File: src/verilog/soc_pkg.sv
`default_nettype none

package soc_pkg;

    localparam logic [31:0] uart_data_addr   = 32'h10010000;
    localparam logic [31:0] uart_status_addr = 32'h10010005;
    localparam logic [31:0] uart_div_addr    = 32'h10010100;
    localparam logic [31:0] uart_div_reset   = 32'd16;       // clocks per bit after reset.

    localparam int imem_words = 64;
    localparam int dmem_words = 256;
    localparam int imem_aw    = $clog2(imem_words);
    localparam int dmem_aw    = $clog2(dmem_words);

    localparam logic [6:0] op_lui    = 7'b0110111;
    localparam logic [6:0] op_op_imm = 7'b0010011;
    localparam logic [6:0] op_op     = 7'b0110011;
    localparam logic [6:0] op_load   = 7'b0000011;
    localparam logic [6:0] op_store  = 7'b0100011;
    localparam logic [6:0] op_branch = 7'b1100011;
    localparam logic [6:0] op_jal    = 7'b1101111;
    localparam logic [6:0] op_jalr   = 7'b1100111;

    localparam logic [2:0] f3_add   = 3'b000;
    localparam logic [2:0] f3_sll   = 3'b001;
    localparam logic [2:0] f3_xor   = 3'b100;
    localparam logic [2:0] f3_srl   = 3'b101;
    localparam logic [2:0] f3_or    = 3'b110;
    localparam logic [2:0] f3_and   = 3'b111;
    localparam logic [2:0] f3_beq   = 3'b000;
    localparam logic [2:0] f3_bne   = 3'b001;
    localparam logic [2:0] f3_blt   = 3'b100;
    localparam logic [2:0] f3_bge   = 3'b101;
    localparam logic [2:0] f3_byte  = 3'b000;
    localparam logic [2:0] f3_word  = 3'b010;
    localparam logic [2:0] f3_ubyte = 3'b100;
    localparam logic [6:0] f7_sub   = 7'b0100000;

    // serial state codes, shared by the tx and rx machines.
    localparam logic [1:0] st_idle  = 2'd0;
    localparam logic [1:0] st_start = 2'd1;
    localparam logic [1:0] st_data  = 2'd2;
    localparam logic [1:0] st_stop  = 2'd3;

    typedef union packed {
        struct packed {
            logic [6:0] funct7;
            logic [4:0] rs2;
            logic [4:0] rs1;
            logic [2:0] funct3;
            logic [4:0] rd;
            logic [6:0] opcode;
        } r_fmt;
        struct packed {
            logic [11:0] imm12;
            logic [4:0]  rs1;
            logic [2:0]  funct3;
            logic [4:0]  rd;
            logic [6:0]  opcode;
        } i_fmt;
        struct packed {
            logic [6:0] imm_hi;
            logic [4:0] rs2;
            logic [4:0] rs1;
            logic [2:0] funct3;
            logic [4:0] imm_lo;
            logic [6:0] opcode;
        } s_fmt;
        struct packed {
            logic       imm12;
            logic [5:0] imm10_5;
            logic [4:0] rs2;
            logic [4:0] rs1;
            logic [2:0] funct3;
            logic [3:0] imm4_1;
            logic       imm11;
            logic [6:0] opcode;
        } b_fmt;
        struct packed {
            logic [19:0] imm20;
            logic [4:0]  rd;
            logic [6:0]  opcode;
        } u_fmt;
    } instr_t;

    typedef struct packed {
        logic [31:0] addr;
        logic [31:0] wdata;
        logic [3:0]  wmask;
        logic        we;
    } mem_req_t;

endpackage

`default_nettype wire
File: src/verilog/uart.sv
`default_nettype none
`timescale 1ns/100ps

module uart import soc_pkg::*; (
    input  logic        clk,
    input  logic        rst,
    input  logic        tx_start,
    input  logic        rx,
    input  logic [7:0]  tx_data,
    input  logic [31:0] div,
    output logic        tx,
    output logic        busy,
    output logic        rx_done,
    output logic [7:0]  rx_byte
);

    logic [1:0]  tx_state;
    logic [31:0] tx_cnt;
    logic [31:0] tx_div;
    logic [7:0]  tx_shift;
    logic [2:0]  tx_bit;

    logic [1:0]  rx_state;
    logic [31:0] rx_cnt;
    logic [31:0] rx_div;
    logic [7:0]  rx_shift;
    logic [2:0]  rx_bit;
    logic        rx_s1;
    logic        rx_s2;
    logic        rx_prev;

    always_ff @(posedge clk) begin
        if (rst) begin
            tx_state <= st_idle;
            tx_cnt   <= 32'd0;
            tx_bit   <= 3'd0;
            tx       <= 1'b1;
            busy     <= 1'b0;
        end else begin
            case (tx_state)
                st_idle: begin
                    if (tx_start) begin
                        tx_shift <= tx_data;
                        tx_div   <= div;
                        tx_cnt   <= div - 32'd1;
                        tx       <= 1'b0; // start bit.
                        busy     <= 1'b1;
                        tx_state <= st_start;
                    end
                end
                st_start: begin
                    if (tx_cnt == 32'd0) begin
                        tx_cnt   <= tx_div - 32'd1;
                        tx       <= tx_shift[0];
                        tx_shift <= tx_shift >> 1;
                        tx_bit   <= 3'd0;
                        tx_state <= st_data;
                    end else begin
                        tx_cnt <= tx_cnt - 32'd1;
                    end
                end
                st_data: begin
                    if (tx_cnt == 32'd0) begin
                        tx_cnt <= tx_div - 32'd1;
                        if (tx_bit == 3'd7) begin
                            tx       <= 1'b1; // stop bit.
                            tx_state <= st_stop;
                        end else begin
                            tx       <= tx_shift[0];
                            tx_shift <= tx_shift >> 1;
                            tx_bit   <= tx_bit + 3'd1;
                        end
                    end else begin
                        tx_cnt <= tx_cnt - 32'd1;
                    end
                end
                default: begin
                    if (tx_cnt == 32'd0) begin
                        busy     <= 1'b0;
                        tx_state <= st_idle;
                    end else begin
                        tx_cnt <= tx_cnt - 32'd1;
                    end
                end
            endcase
        end
    end

    always_ff @(posedge clk) begin
        if (rst) begin
            rx_s1    <= 1'b1;
            rx_s2    <= 1'b1;
            rx_prev  <= 1'b1;
            rx_state <= st_idle;
            rx_cnt   <= 32'd0;
            rx_bit   <= 3'd0;
            rx_done  <= 1'b0;
        end else begin
            rx_s1   <= rx;
            rx_s2   <= rx_s1;
            rx_prev <= rx_s2;
            rx_done <= 1'b0;
            case (rx_state)
                st_idle: begin
                    if (rx_prev && !rx_s2) begin
                        rx_div   <= div;
                        rx_cnt   <= (div >> 1) - 32'd1; // half a bit to mid-start.
                        rx_state <= st_start;
                    end
                end
                st_start: begin
                    if (rx_cnt == 32'd0) begin
                        if (!rx_s2) begin
                            rx_cnt   <= rx_div - 32'd1;
                            rx_bit   <= 3'd0;
                            rx_state <= st_data;
                        end else begin
                            rx_state <= st_idle; // glitch, not a start bit.
                        end
                    end else begin
                        rx_cnt <= rx_cnt - 32'd1;
                    end
                end
                st_data: begin
                    if (rx_cnt == 32'd0) begin
                        rx_shift <= {rx_s2, rx_shift[7:1]};
                        rx_cnt   <= rx_div - 32'd1;
                        if (rx_bit == 3'd7) begin
                            rx_state <= st_stop;
                        end else begin
                            rx_bit <= rx_bit + 3'd1;
                        end
                    end else begin
                        rx_cnt <= rx_cnt - 32'd1;
                    end
                end
                default: begin
                    if (rx_cnt == 32'd0) begin
                        if (rx_s2) begin
                            rx_byte <= rx_shift;
                            rx_done <= 1'b1;
                        end
                        rx_state <= st_idle;
                    end else begin
                        rx_cnt <= rx_cnt - 32'd1;
                    end
                end
            endcase
        end
    end

    // software polls busy, so a new frame never overlaps the last one.
    a_no_start_busy: assert property (@(posedge clk) disable iff (rst) tx_start |-> !busy);

endmodule

`default_nettype wire

File: config.mk
export PLATFORM = sky130hd
export DESIGN_NAME = uart
export DESIGN_NICKNAME = d
export VERILOG_FILES = /design/src/verilog/soc_pkg.sv /design/src/verilog/uart.sv
export SDC_FILE = /design/constraint.sdc
export NUM_CORES = 1
export LEC_CHECK = 0
export ABC_CLOCK_PERIOD_IN_PS = 4000
export BUFFER_PORTS_ARGS = -buffer_cell sky130_fd_sc_hd__buf_2
export CAP_MARGIN = 15
export CORE_MARGIN = 2
export CORE_UTILIZATION = 30
export CTS_CLUSTER_DIAMETER = 120
export DETAILED_ROUTE_END_ITERATION = 10
export HOLD_SLACK_MARGIN = 0.08
export PLACE_DENSITY = 0.54
export RECOVER_POWER = 25
export SLEW_MARGIN = 20
export SYNTH_ARGS = -nofsm -noshare
export SYNTH_HDL_FRONTEND = slang
export SYNTH_SLANG_ARGS = --single-unit
File: constraint.sdc
create_clock -name clk -period 4 [get_ports clk]
set_input_delay 0.8 -clock clk [delete_from_list [all_inputs] [get_ports clk]]
set_output_delay 0.8 -clock clk [all_outputs]
set_load 0.005 [all_outputs]
# [Yosys cells after proc, flatten, opt, wreduce, memory -nomap -nowiden]
# Index checks and enable logic that the tools add are counted.
[totals] wordCells=122 out_inout_bits=11 ff_bits=168
[op_classes] eq_ne=20 reduce_logical=27 n_mux=46 bitwise_logic=4 add_sub_neg=8
[ops] op="32-bit 2-to-1 mux" n=8
[ops] op="32-bit by 1-bit subtractor with 32-bit output, second input constant" n=5
[ops] op="32-bit one-hot mux with 3 select lines" n=1
[ops] op="32-bit zero test" n=2
[ops] op="32-bit one-hot mux with 2 select lines" n=1
[ops] op="8-bit 2-to-1 mux" n=4
[ops] op="31-bit by 1-bit subtractor with 32-bit output, second input constant" n=1
[ops] op="8-bit one-hot mux with 3 select lines" n=1
[ops] op="2-bit 2-to-1 mux" n=11
[ops] op="2-bit != test, second input constant" n=11
[ops] op="3-bit 2-to-1 mux" n=7
[ops] op="3-bit AND reduction" n=5
[ops] op="5-bit AND reduction" n=3
[ops] op="2-bit one-hot mux with 3 select lines" n=2
[ops] op="3-bit one-hot mux with 2 select lines" n=2
[ops] op="4-bit AND reduction" n=3
[ops] op="2-bit nonzero test" n=4
[ops] op="1-bit 2-to-1 mux" n=7
[ops] op="3-bit by 1-bit adder with 3-bit output, second input constant" n=2
[ops] op="3-bit == test, second input constant" n=2
[ops] op="6-bit AND reduction" n=1
[ops] op="5-bit OR reduction" n=1
[ops] op="2-bit by 1-bit == test with 1-bit output, second input constant" n=2
[ops] op="2-bit == test, second input constant" n=2
[ops] op="13 further kinds" n=17

# [Depth between registers and ports, before layout]
[logic_depth] depth_word=4 ltp_mapped=12 depth_no_buf=9

# [Worst setup path after synthesis]
# OpenSTA, ideal clock, no wires.
[synth_timing] kind="input to register" startpoint="input rst" endpoint="register rx_div[0] (enable)" path_stages=4 setup_slack_ns=0.191 t_required_ns=3.539 setup_ns=0.461 t_arrival_ns=3.348 path_cell_list="clkbuf_1 nor2_1 inv_1 nor3_1"
[synth_between] elab_chain_cells=2
[synth_rtl] item="start, declared" line_no="uart.sv:6" text="input logic rst,"
[synth_rtl] item="1-bit NOT (no source line)"
[synth_rtl] item="3-bit AND reduction (no source line)"
[synth_rtl] item="end signal, assigned" line_no="uart.sv:106" text="rx_div <= div;"
[synth_rtl] item="end, declared" line_no="uart.sv:25" text="logic [31:0] rx_div;"
# Every way passes these cells.
# A chain may end at the register's enable or synchronous reset.

# [Worst setup path in the final report]
[layout_timing] startpoint="register tx_cnt[0]" endpoint="register tx_cnt[2]"
[layout_between] elab_chain_cells=3 elab_cells_between_ends=7
[layout_rtl] item="start, declared" line_no="uart.sv:18" text="logic [31:0] tx_cnt;"
[layout_rtl] item="start signal, assigned" line_no="uart.sv:45" text="tx_cnt <= div - 32'd1;"
[layout_rtl] item="start signal, assigned" line_no="uart.sv:53" text="tx_cnt <= tx_div - 32'd1;"
[layout_rtl] item="start signal, assigned" line_no="uart.sv:59" text="tx_cnt <= tx_cnt - 32'd1;"
[layout_rtl] item="32-bit by 1-bit subtractor with 32-bit output or 32-bit zero test (tied branches)"
[layout_rtl] item="32-bit 2-to-1 mux (tied with other cells)" line_no="uart.sv:78" text="if (tx_cnt == 32'd0) begin"
[layout_rtl] item="32-bit one-hot mux with 2 select lines or 2-bit AND reduction (tied branches)"
# Parallel ways exist; a longest one is shown, timed or not. The select of a mux whose other input is x is not followed.

==> results.md <==
* DP Worst Slack at 627 ps
* Setup CP Type: flip-flop to flip-flop
* Top_reg_cell synth: edfxtp_1
* GRT Total Usage at 18.2%
* Layout cell share with drive strength beyond 1 at 12.2%
* Largest net degree at the start of global routing at 62
* Cell Count, Final, Fillers Out at 1750
* Cell area after synthesis at 11000 sq um
* Synth async-reset ratio at 0%
* Initial core utilization at 30.2%
* Register area share after synthesis at 38.7%
* Routability cong. at 0.893
* Total setup buffers inserted after CTS at 0
* Post-DP HPWL at ~25000 microns
* Crit path max-delay family: simple AND/OR/NAND/NOR gates
* Antenna viol nets, final at 0
* Synth Area in XOR/XNOR at 10.5%
* Worst reg-to-reg path cell count at 10
* Main combinational cell family by area after synthesis: simple AND/OR/NAND/NOR gates
* Vias per cell at 5.71
* Fillers at 3781
* Mapped Nets at 1301
* Std cell rows at 70
* CP max FO at 13
* Chip width at 195 microns
* Max incr delay on CP at between 600 and 700 ps
* Slowest CP cell: nor3_4
* Syn Inst Count at between 1000 and 1500
* Minimum clock period at 3170 ps
* Vias in the first global route at between 9000 and 10000
* Post-Place Cells at around 1700
* CP Data Arrival Time at 3540 ps
* Hold_buf cts at 0
* Synth Area in Simple Gates at 25.5%
* #FFs+latches synth at 168
* Synth top area cells: edfxtp_1 (24%), dfxtp_1 (15%), xnor2_1 (5.7%)
* Clock Root Buffer: clkbuf_16
* Drt pass-1 iters at 5
* Die Y at 195 microns
* CORE AREA at 36300 sq um
* CTS Sinks at 168
* Clock skew at 14.9 ps
* Total Neg Setup Slack at 0 ps
* Share of the synthesized area in the top cell type at around 24%
* Commonest cells post-synth: nor2_1 (125), edfxtp_1 (88), nand2_1 (85)
* Antenna diodes at 0
* Fin nets at about 1300
* Largest area contributor in the netlist: edfxtp_1
* Clock Latency Late Sink at 450 ps
* WP buf/inv at 2
* Worst-margin pin slew at between 900 and 1000 ps
* Initial antenna violation count at 0
* Critical Path End Type: flip-flop
* Syn_area_per_cell at just under 9 sq um
* Max-slew violation count at 0
* Met3 usage at 2.75%
* CTS Buf Count at 17
* Max_cap viols at 0
* Lkg Pwr at 4.08 nW
* Crit-path cells: inv_1 -> ha_1 -> or4b_1 -> nor4_4 -> buf_4 -> nand4_4 -> nor3_4 -> a22o_1 -> o21ai_1 -> a21oi_1
* Clock-pin transition on the worst setup and hold timing paths at 80 ps
* Met2 Use GR at 27.3%
* Hold Path Depth at 1
* Most Crowded Layer GR: met2
* WP data required at 4370 ps
* H-tree levels at 4
* Port Buf Inserts at 54
* Clk buf depth at 2
* Peak supply drop at roughly 0.31 mV
* Worst min path class: flip-flop to flip-flop
* First-pass GRT wire length at roughly 54000 microns
* Finished Core Util at 33.7%
* Drt total wl at 34800 microns
* Multiplexer area fraction after synthesis at around 1.5%
* Final hold violations at 0
* Slew headroom at between 30% and 40%
* Post-synthesis cell type count at 91
* Residual DRC at 0
* Pwr dens at 617 nW/um^2
* Area share of fa/ha/maj cells after synthesis at 2.17%
* Number of synthesized flops with an enable pin at about 90
* Unrepaired setup endpoints after global routing: no
* Via count at approximately 10000
* CP startpoint kind: flip-flop
* Compound-gate portion of the synthesized area at between 10% and 20%
* Fmax at around 320 MHz
* Post-CTS sizing at 0
* Io pins at 55
* GR Overflow Total at 0
* CTS tree: done
* WP depth at 10
* DR WL/cell at 19.9 microns
* Full die area at 38100 sq um
* Setup slack after layout at between 800 and 900 ps
* Initial DRC count at around 800
* Multi-input gate area at around 6300 sq um
* Run status: completed
* Final Cycle Share at 79.3%
* P&R area growth vs syn at 11.8%
* M1 GR Usage at 26.8%
* Syn. warnings at 0
* Final setup vio count at 0
* Most numerous cell in the Yosys netlist: nor2_1
* Register Area at between 4000 and 5000 sq um
-- registers in the layout, indices dropped and copies added, names as in the netlist --
name      cells
tx_bit        3
tx_div       32
rx_s2         1
rx_byte       8
tx_state      2
tx            1
rx_shift      8
tx_cnt       32
busy          1
tx_shift      8
rx_state      2
rx_prev       1
rx_s1         1
rx_div       32
rx_cnt       32
rx_bit        3
rx_done       1
-- path summary, 6_finish.rpt --
kind / from / to / slack (ps)
min: rx_s1 / rx_s2 / 420
max: tx_cnt[0] / tx_cnt[2] / 830
max reg2reg: tx_cnt[0] / tx_cnt[2] / 830
min reg2reg: rx_s1 / rx_s2 / 420
-- area by class of cell --
| cell class | instances | area share, % |
|---|---|---|
| Sequential cell | 168 | 34.6 |
| Clock buffer | 17 | 3.47 |
| Timing Repair Buffer | 89 | 4.07 |
| Inverter | 29 | 0.887 |
| Tap cell | 468 | 4.77 |
| Multi-Input combinational cell | 964 | 51.0 |
| Clock inverter | 15 | 1.20 |
-- power breakdown --
group / leakage [nW] / internal [mW] / switching (mW)
Clock: 0.282 / 0.835 / 0.840
Sequential: 1.46 / 2.15 / 0.341
Combinational: 2.33 / 1.21 / 2.19
Total: 4.08 / 4.19 / 3.37
-- logic make-up (layout without fill, tap and decap cells) --
family          after synthesis  in the layout
compound gates              295            295
xor+xnor                    131            131
buf+inv                     106            150
flops                       168            168
mux                          15             15
fa+ha+maj                    19             19
simple gates                504            504
-- layout by cell type (no fill, tap or decap), types with 17 or more instances in the layout --
master and n:
edfxtp_1 88, nor3_1 69, nand4_1 23, or4_1 25
nor2_1 124, buf_4 35, dfxtp_1 80, buf_2 27
a21oi_1 78, nor4_1 45, ha_1 19, xnor2_1 71
o21ai_0 75, clkbuf_16 17, xor2_1 60, clkbuf_1 27
nand3_1 30, o22ai_1 17, inv_1 29, nand2_1 85
-- through the flow --
stage / area [sq um] / total power [mW] / hold WS [ps]
CTS: 12300 / 7.56 / 427
global route: 12300 / 8.07 / 441
floorplan: 11000 / 4.95 / 389
finish: 12300 / 7.57 / 420
global placement: 11700 / 5.84 / 398
detailed placement: 11700 / 5.87 / 409
-- per-layer routing --
| layer | up-vias | share of wire (%) |
|---|---|---|
| met5 | - | 0 |
| met2 | 372 | 44 |
| met1 | 4887 | 48 |
| li1 | 4693 | - |
| met3 | 40 | 6.5 |
| met4 | 0 | 1.9 |
(Power assumes the default switching activity.)
