## src/verilog/soc_pkg.sv

```systemverilog
`default_nettype none

package soc_pkg;

    localparam logic [31:0] uart_data_addr   = 32'h10010000;
    localparam logic [31:0] uart_status_addr = 32'h10010005;
    localparam logic [31:0] uart_div_addr    = 32'h10010100;
    localparam logic [31:0] uart_div_reset   = 32'd16;       // clocks per bit after reset.

    localparam int imem_words = 64;
    localparam int dmem_words = 256;
    localparam int imem_aw    = $clog2(imem_words);
    localparam int dmem_aw    = $clog2(dmem_words);

    localparam logic [6:0] op_lui    = 7'b0110111;
    localparam logic [6:0] op_op_imm = 7'b0010011;
    localparam logic [6:0] op_op     = 7'b0110011;
    localparam logic [6:0] op_load   = 7'b0000011;
    localparam logic [6:0] op_store  = 7'b0100011;
    localparam logic [6:0] op_branch = 7'b1100011;
    localparam logic [6:0] op_jal    = 7'b1101111;
    localparam logic [6:0] op_jalr   = 7'b1100111;

    localparam logic [2:0] f3_add   = 3'b000;
    localparam logic [2:0] f3_sll   = 3'b001;
    localparam logic [2:0] f3_xor   = 3'b100;
    localparam logic [2:0] f3_srl   = 3'b101;
    localparam logic [2:0] f3_or    = 3'b110;
    localparam logic [2:0] f3_and   = 3'b111;
    localparam logic [2:0] f3_beq   = 3'b000;
    localparam logic [2:0] f3_bne   = 3'b001;
    localparam logic [2:0] f3_blt   = 3'b100;
    localparam logic [2:0] f3_bge   = 3'b101;
    localparam logic [2:0] f3_byte  = 3'b000;
    localparam logic [2:0] f3_word  = 3'b010;
    localparam logic [2:0] f3_ubyte = 3'b100;
    localparam logic [6:0] f7_sub   = 7'b0100000;

    // serial state codes, shared by the tx and rx machines.
    localparam logic [1:0] st_idle  = 2'd0;
    localparam logic [1:0] st_start = 2'd1;
    localparam logic [1:0] st_data  = 2'd2;
    localparam logic [1:0] st_stop  = 2'd3;

    typedef union packed {
        struct packed {
            logic [6:0] funct7;
            logic [4:0] rs2;
            logic [4:0] rs1;
            logic [2:0] funct3;
            logic [4:0] rd;
            logic [6:0] opcode;
        } r_fmt;
        struct packed {
            logic [11:0] imm12;
            logic [4:0]  rs1;
            logic [2:0]  funct3;
            logic [4:0]  rd;
            logic [6:0]  opcode;
        } i_fmt;
        struct packed {
            logic [6:0] imm_hi;
            logic [4:0] rs2;
            logic [4:0] rs1;
            logic [2:0] funct3;
            logic [4:0] imm_lo;
            logic [6:0] opcode;
        } s_fmt;
        struct packed {
            logic       imm12;
            logic [5:0] imm10_5;
            logic [4:0] rs2;
            logic [4:0] rs1;
            logic [2:0] funct3;
            logic [3:0] imm4_1;
            logic       imm11;
            logic [6:0] opcode;
        } b_fmt;
        struct packed {
            logic [19:0] imm20;
            logic [4:0]  rd;
            logic [6:0]  opcode;
        } u_fmt;
    } instr_t;

    typedef struct packed {
        logic [31:0] addr;
        logic [31:0] wdata;
        logic [3:0]  wmask;
        logic        we;
    } mem_req_t;

endpackage

`default_nettype wire
```

## src/verilog/rv_core.sv

```systemverilog
`default_nettype none
`timescale 1ns/100ps

module rv_core import soc_pkg::*; (
    input  logic        clk,
    input  logic        rst,
    output logic [31:0] pc,
    input  instr_t      instr,
    output mem_req_t    mem_req,
    input  logic [31:0] rdata
);

    logic [31:0] regs [32];

    logic [6:0]  opcode;
    logic [4:0]  rs1;
    logic [4:0]  rs2;
    logic [4:0]  rd;
    logic [2:0]  funct3;
    logic [6:0]  funct7;
    logic [31:0] imm_i;
    logic [31:0] imm_s;
    logic [31:0] imm_b;
    logic [31:0] imm_u;
    logic [31:0] imm_j;
    logic [31:0] rs1_val;
    logic [31:0] rs2_val;
    logic [31:0] alu_b;
    logic [31:0] alu_out;
    logic [31:0] ea;
    logic [31:0] load_val;
    logic [31:0] wb_val;
    logic [31:0] pc_plus4;
    logic [31:0] next_pc;
    logic        is_load;
    logic        is_store;
    logic        rd_we;
    logic        taken;

    // one instruction word seen through each of its formats.
    assign opcode = instr.r_fmt.opcode;
    assign rs1    = instr.r_fmt.rs1;
    assign rs2    = instr.r_fmt.rs2;
    assign rd     = instr.r_fmt.rd;
    assign funct3 = instr.r_fmt.funct3;
    assign funct7 = instr.r_fmt.funct7;

    assign imm_i = {{20{instr.i_fmt.imm12[11]}}, instr.i_fmt.imm12};
    assign imm_s = {{20{instr.s_fmt.imm_hi[6]}}, instr.s_fmt.imm_hi, instr.s_fmt.imm_lo};
    assign imm_b = {{19{instr.b_fmt.imm12}}, instr.b_fmt.imm12, instr.b_fmt.imm11,
                    instr.b_fmt.imm10_5, instr.b_fmt.imm4_1, 1'b0};
    assign imm_u = {instr.u_fmt.imm20, 12'b0};
    // jal shuffles its immediate inside the u-format field.
    assign imm_j = {{11{instr.u_fmt.imm20[19]}}, instr.u_fmt.imm20[19],
                    instr.u_fmt.imm20[7:0], instr.u_fmt.imm20[8],
                    instr.u_fmt.imm20[18:9], 1'b0};

    assign rs1_val = (rs1 == 5'd0) ? 32'd0 : regs[rs1]; // x0 reads as zero.
    assign rs2_val = (rs2 == 5'd0) ? 32'd0 : regs[rs2];

    assign is_load  = (opcode == op_load);
    assign is_store = (opcode == op_store);
    assign pc_plus4 = pc + 32'd4;

    assign alu_b = (opcode == op_op) ? rs2_val : imm_i;

    always_comb begin
        case (funct3)
            f3_add: begin
                if (opcode == op_op && funct7 == f7_sub) begin
                    alu_out = rs1_val - alu_b;
                end else begin
                    alu_out = rs1_val + alu_b;
                end
            end
            f3_sll:  alu_out = rs1_val << alu_b[4:0];
            f3_srl:  alu_out = rs1_val >> alu_b[4:0];
            f3_xor:  alu_out = rs1_val ^ alu_b;
            f3_or:   alu_out = rs1_val | alu_b;
            f3_and:  alu_out = rs1_val & alu_b;
            default: alu_out = rs1_val + alu_b;
        endcase
    end

    always_comb begin
        case (funct3)
            f3_beq:  taken = (rs1_val == rs2_val);
            f3_bne:  taken = (rs1_val != rs2_val);
            f3_blt:  taken = ($signed(rs1_val) < $signed(rs2_val));
            f3_bge:  taken = ($signed(rs1_val) >= $signed(rs2_val));
            default: taken = 1'b0;
        endcase
    end

    assign ea = rs1_val + (is_store ? imm_s : imm_i);

    // address stays at zero when there is no access, so no i/o read fires.
    always_comb begin
        mem_req.addr  = (is_load || is_store) ? ea : 32'd0;
        mem_req.we    = is_store;
        mem_req.wdata = rs2_val;
        mem_req.wmask = 4'b0000;
        if (is_store) begin
            if (funct3 == f3_byte) begin
                mem_req.wdata = {4{rs2_val[7:0]}}; // byte goes on every lane.
                mem_req.wmask = 4'b0001 << ea[1:0];
            end else begin
                mem_req.wmask = 4'b1111;
            end
        end
    end

    always_comb begin
        if (funct3 == f3_ubyte) begin
            load_val = {24'd0, rdata[8*ea[1:0] +: 8]};
        end else begin
            load_val = rdata;
        end
    end

    always_comb begin
        rd_we  = 1'b1;
        wb_val = alu_out;
        case (opcode)
            op_lui:             wb_val = imm_u;
            op_op_imm, op_op:   wb_val = alu_out;
            op_load:            wb_val = load_val;
            op_jal, op_jalr:    wb_val = pc_plus4;
            default:            rd_we = 1'b0;
        endcase
    end

    always_comb begin
        case (opcode)
            op_jal:    next_pc = pc + imm_j;
            op_jalr:   next_pc = (rs1_val + imm_i) & ~32'd1;
            op_branch: next_pc = taken ? pc + imm_b : pc_plus4;
            default:   next_pc = pc_plus4;
        endcase
    end

    always_ff @(posedge clk) begin
        if (rst) begin
            pc <= 32'd0;
        end else begin
            pc <= next_pc;
        end
    end

    always_ff @(posedge clk) begin
        if (rd_we && rd != 5'd0) begin
            regs[rd] <= wb_val;
        end
    end

    // jump and branch targets must keep fetch on word boundaries.
    a_pc_aligned: assert property (@(posedge clk) !rst |=> pc[1:0] == 2'b00);

endmodule

`default_nettype wire

```

## config.mk

```make
export PLATFORM = sky130hd
export DESIGN_NAME = rv_core
export DESIGN_NICKNAME = d
export VERILOG_FILES = /design/src/verilog/soc_pkg.sv /design/src/verilog/rv_core.sv
export SDC_FILE = /design/constraint.sdc
export NUM_CORES = 2
export LEC_CHECK = 0
export BUFFER_PORTS_ARGS = -buffer_cell sky130_fd_sc_hd__buf_2
export CAP_MARGIN = 25
export CORE_MARGIN = 2
export CORE_UTILIZATION = 55
export DETAILED_ROUTE_END_ITERATION = 6
export PLACE_DENSITY = 0.82
export SYNTH_ARGS = -nofsm -noshare
export SYNTH_HDL_FRONTEND = slang
export SYNTH_SLANG_ARGS = --single-unit
```

## constraint.sdc

```tcl
create_clock -name clk -period 7.31 [get_ports clk]
set_input_delay 0.3655 -clock clk [delete_from_list [all_inputs] [get_ports clk]]
set_output_delay 0.3655 -clock clk [all_outputs]
set_load 0.005 [all_outputs]
```

=== Word-level counts from Yosys, hierarchy flattened ===
Memories as Yosys holds them, arrays and structs flattened.
Index checks and enable logic that the tools add are counted.

* Add/subtract/negate cells: 7
* Magnitude comparators: 2
* Equal/unequal tests: 16
* Shift operators: 4
* Multiplexer cells: 18
* Bitwise operators: 3
* Reductions and logical operators: 9

{| class="wikitable"
|+ Operator list
! operator !! number
|-
| 32-bit two-way mux || 8
|-
| 32-bit one-hot mux with 3 select lines || 2
|-
| 32-bit one-hot mux with 6 select lines || 1
|-
| 32-bit adder || 5
|-
| 36-bit two-way mux || 1
|-
| 32-bit by 3-bit adder with 32-bit output, second input constant || 1
|-
| 32-bit AND || 1
|-
| 32-bit == test || 1
|-
| 32-bit >= comparator || 1
|-
| 32-bit less-than comparator || 1
|-
| 32-bit inequality test || 1
|-
| 32-bit bitwise OR || 1
|-
| 32-bit by 6-bit variable part select with 8-bit output || 1
|-
| 32-bit by 5-bit << shifter with 32-bit output || 1
|-
| 32-bit by 5-bit >> shifter with 32-bit output || 1
|-
| 32-bit subtractor || 1
|-
| 32-bit XOR || 1
|-
| 7-bit by 6-bit == test with 1-bit output, second input constant || 4
|-
| 7-bit == test, second input constant || 3
|-
| 3-bit == test, second input constant || 4
|-
| 5-bit logical NOT || 2
|-
| 7-bit by 2-bit == test with 1-bit output, second input constant || 1
|-
| 7-bit by 5-bit == test with 1-bit output, second input constant || 1
|-
| 6-bit OR reduction || 1
|-
| 11 further kinds || 14
|}

* Register bits: 32
* Bits in writable memories: 1024
* Bits of input ports: 66
* Output and inout port bits: 101
* Logic and storage cells: 61
* Memories: 1

{| class="wikitable"
|+ Memory list
! memory !! depth !! bits a word !! rd ports !! clocked after memory_dff !! wr ports !! RTL line !! source
|-
| regs || 32 || 32 || 2 || 0 || 1 || rv_core.sv:13 || <nowiki>logic [31:0] regs [32];</nowiki>
|}

=== Depth between registers and ports, before layout ===
* Word-level depth: 7
* Depth in mapped cells: 28
* Gate-level depth less buffers: 20

=== Worst setup path after synthesis ===
OpenSTA, ideal clock, no wires.

* Path type: input to register
* From: input instr[20] in the netlist's numbering
* To: memory regs[0][25], data pin
* Library setup time: 0.387 ns
* Arrival time: 6.664 ns
* Data required time: 6.923 ns
* Setup slack: 0.259 ns
* Cell stages on the path: 26
* Buffers on the path: 9
* Path through: buf_6 buf_12 buf_12 buf_12 buf_6 buf_6 clkbuf_1 buf_2 mux4_2 mux4_2 mux2_2 nand2_1 o21a_1 ha_1 clkbuf_1 nor2b_1 o311ai_0 a211o_1 a21oi_1 nand3_1 a311oi_1 a31oi_1 o211ai_1 xor2_1 a221oi_1 a22oi_1

* Cells in the longest elaborated chain, start to end: 7
* Elaborated cells between the ends (all ways): 14
* Those cells by class: add/sub: 2; shift: 2; mux: 5; bitwise: 3; reduce/logical: 1; memory: 1

{| class="wikitable"
|+ Ends and longest elaborated chain
! element !! RTL line !! source
|-
| start, declared || rv_core.sv:8 || <nowiki>input instr_t instr,</nowiki>
|-
| memory read 32 x 32 bit or 5-bit logical NOT (tied branches) || - ||
|-
| 32-bit two-way mux || rv_core.sv:59 || <nowiki>assign rs2_val = (rs2 == 5'd0) ? 32'd0 : regs[rs2];</nowiki>
|-
| 32-bit two-way mux (*) || rv_core.sv:65 || <nowiki>assign alu_b = (opcode == op_op) ? rs2_val : imm_i;</nowiki>
|-
| 32-bit adder or 32-bit subtractor (tied branches) || rv_core.sv:73, rv_core.sv:81, rv_core.sv:71 ||
|-
| 32-bit two-way mux || rv_core.sv:70 || <nowiki>if (opcode == op_op && funct7 == f7_sub) begin</nowiki>
|-
| 32-bit one-hot mux with 6 select lines (*) || rv_core.sv:68 || <nowiki>case (funct3)</nowiki>
|-
| 32-bit one-hot mux with 3 select lines (*) || rv_core.sv:124 || <nowiki>case (opcode)</nowiki>
|-
| net wb_val[25] || rv_core.sv:32 || <nowiki>logic [31:0] wb_val;</nowiki>
|-
| end, declared || rv_core.sv:13 ||
|}

Mark *: on every way through the listed nets, which the timed path passes. The rest lies on a longest branch.

==> impl_metrics.yaml <==
sta:
  hold_slack_ns: 0.2158
  max_slew_margin_pct: 7.766
  rsz0062_at_grt: "no"
  fin_setup_tns_ns: 0
  skew_ns: 0.05249
  max_freq_mhz: 144.8
  setup_viol: 0
  tightest_slew_ns: 1.384
  timing.final.max_slew_violations: 0
  hold_viol: 0
  final.min_clock_period_ns: 6.905
  post-route-period-util_pct: 94.46
layout:
  fillers: 8785
  final_util_pct: 62.78
  layout.nets: 5821
  syn2layout_area_growth_pct: 13.21
  drive_gt1_share_pct: 24.88
  final_common_cell: "edfxtp_1"
  final_cell_mix: "edfxtp_1 (1,024), mux4_2 (447), buf_4 (360)"
  fin_cells: 7250
global_routing:
  antenna_found_initial: 13
  grt-ovfl-total: 0
  grt_max_degree: 82
  grt.total_usage_pct: 48.55
  grt_pass1_vias: 54340
  grt_pass1_wl_um: 415800
floorplan:
  fp.dieH_um: 351.6
  std_cell_rows: 127
  die-width_um: 351.6
  start_util_pct: 55.46
  die-area_um2: 123600
  ioPinCount: 167
  core_um2: 119800
setup_path:
  worstSetupEndpointType: "output port"
  crit_start: "instr[17]"
  r2r_slack_ns: 1.06
  critPathRequiredTime_ns: 6.94
  reg2reg_depth: 21
  worst_ep_arrival_time_ns: 6.54
  critPathLaunchType: "input pin"
  critPathMaxFanout: 12
  r2r-start: "regs[7][7]$_DFFE_PP_"
  crit_type: "input pin to output port"
synthesis:
  yosysSeqAreaShare_pct: 47.21
  dominantRegCellSynth: "edfxtp_1"
  synthDistinctLibCells: 120
  syn_area_um2: 66440
  ys_ff_latch: 1055
  yosys_warnings: 0
  synthArstFlopShare_pct: 0
  synth_edf_count: 1024
  syn_inst: 5210
  synth_area_per_cell_um2: 12.75
drt:
  drc_errors: 0
  dr.pass1.iters: 7
  route.antenna.remaining_nets: 0
  vias: 56960
  routed_via_density: 7.857
  drt_iter0_drc: 11510
  post_drt_wl_per_cell_um: 42.04
  totalWireLength_um: 304800
pwr:
  leakagePower_uw: 0.02707
  ir_worst_vdd_mv: 0.2907
  power_uw: 17090
  power.density_nw_per_um2: 227.1
clocking:
  clk_pin_slew_ns: 0.07
  cts_resized: 0
  cts.path.max_buffers: 3
  cts_hold_buf: 0
  clockRootBuffer: "clkbuf_16"
  cts.sinks: 1055
  htree_levels: 3
  cts_buffers: 103
  cts_tree: "built"
  cts_setup_buffers: 0
  clk_latency_ns: 0.76
run:
  cap_violations: 0
outcome:
  outcome: "completed"
placement:
  dp_hpwl_um: 206000
  placed_cells: 7045
  gp_congestion: 1.144
  port_buffers: 165
min_path:
  min_from: "rst"
  hold_path.class: "input pin to flop"
  hold_path_depth: 2
## flip-flops by register name, indices dropped and copies added (netlist names)
signal and cells:
pc 31, regs 1024
## area by class of cell
type | count | area, um2 | share of cell area [%]
Clock inverter | 84 | 1013 | 1.347
Sequential cell | 1055 | 31370 | 41.70
Tap cell | 1612 | 2017 | 2.681
Clock buffer | 109 | 2600 | 3.456
Multi-Input combinational cell | 3671 | 33170 | 44.09
Timing Repair Buffer | 573 | 4514 | 6.001
Antenna cell | 8 | 20.02 | 0.02661
Inverter | 138 | 520.5 | 0.6920
## critical path, cell delays in order
cell      delay (ns)
buf_2           0.43
buf_4           0.32
buf_4           0.28
and3_1          0.62
buf_4           0.29
a22o_1          0.16
a221oi_1        0.05
and3_1          0.29
nor2_1          0.52
buf_4           0.34
ha_1            0.42
nand2_1         0.28
o21ai_0         0.16
a21oi_1         0.42
o21ai_0         0.15
a221o_1         0.31
a21oi_1         0.43
o21ai_0         0.20
xor2_1          0.19
nor2_1          0.12
buf_2           0.13
## power breakdown
part	switching (uW)	internal (uW)
combinational	2890	1480
clock	2530	3190
sequential	31.7	6960
total	5450	11600
## layer usage
metal | share of wire [%] | GRT usage, % | vias up | wire length (um)
met2 | 42 | 70.38 | 6251 | 127900
met4 | 9.4 | 34.79 | 10 | 28570
met1 | 33 | 60.97 | 27560 | 100500
li1 | - | - | 21490 | -
met3 | 16 | 16.61 | 1655 | 47750
met5 | 0.024 | 0 | - | 74
## worst paths after layout
| check | end |
|---|---|
| worst min-delay path | pc[22]$_SDFF_PP0_ |
| worst max-delay path | mem_req[68] |
| worst max register to register | regs[25][31]$_DFFE_PP_ |
| worst min register to register | pc[1]$_SDFFE_PP0P_ |
## cells in the mapped netlist (all sizes together), types with 19 or more instances
master	number	share of area, %
edfxtp	1024	46
mux4	452	15
nand2	359	2.1
a21oi	314	2.4
nor2	309	1.8
mux2i	292	4.5
o21ai	222	1.7
clkbuf	215	1.2
ha	207	3.9
buf	163	1.7
a22oi	158	1.8
inv	132	0.75
xnor2	122	1.6
nand3	83	0.63
xor2	74	0.98
a21o	72	0.81
o22ai	67	0.63
nor3	64	0.53
mux2	54	0.93
o221ai	50	0.67
a211oi	49	0.58
a221oi	42	0.55
a31oi	42	0.40
o211ai	42	0.50
o21bai	39	0.44
nand2b	37	0.36
nand4	37	0.35
nor2b	36	0.34
dfxtp	31	0.93
or3	30	0.28
and2	29	0.27
a22o	24	0.32
a2bb2oi	22	0.30
nor4	22	0.29
o21a	19	0.21
## cell families (layout without fill, tap and decap cells)
family,after synthesis,count (layout),share of synthesized area [%]
simple gates,1085,1085,7.783
mux,798,798,20.74
flops,1055,1055,47.21
other cells,1,41,0.005644
compound gates,1346,1346,13.86
fa+ha+maj,213,213,4.079
buf+inv,516,904,3.729
xor+xnor,196,196,2.584
## per-stage QoR
| step | instance area [um2] | worst slack (ns) |
|---|---|---|
| 4_1_cts | 75160 | 1.018 |
| 5_1_grt | 75200 | 0.6461 |
| 3_3_place_gp | 71510 | 0.3035 |
| 3_5_place_dp | 71550 | 0.4769 |
| 2_1_floorplan | 66560 | 0.2586 |
| 6_report | 75220 | 0.4049 |
Power figures use the tool's default switching activity.
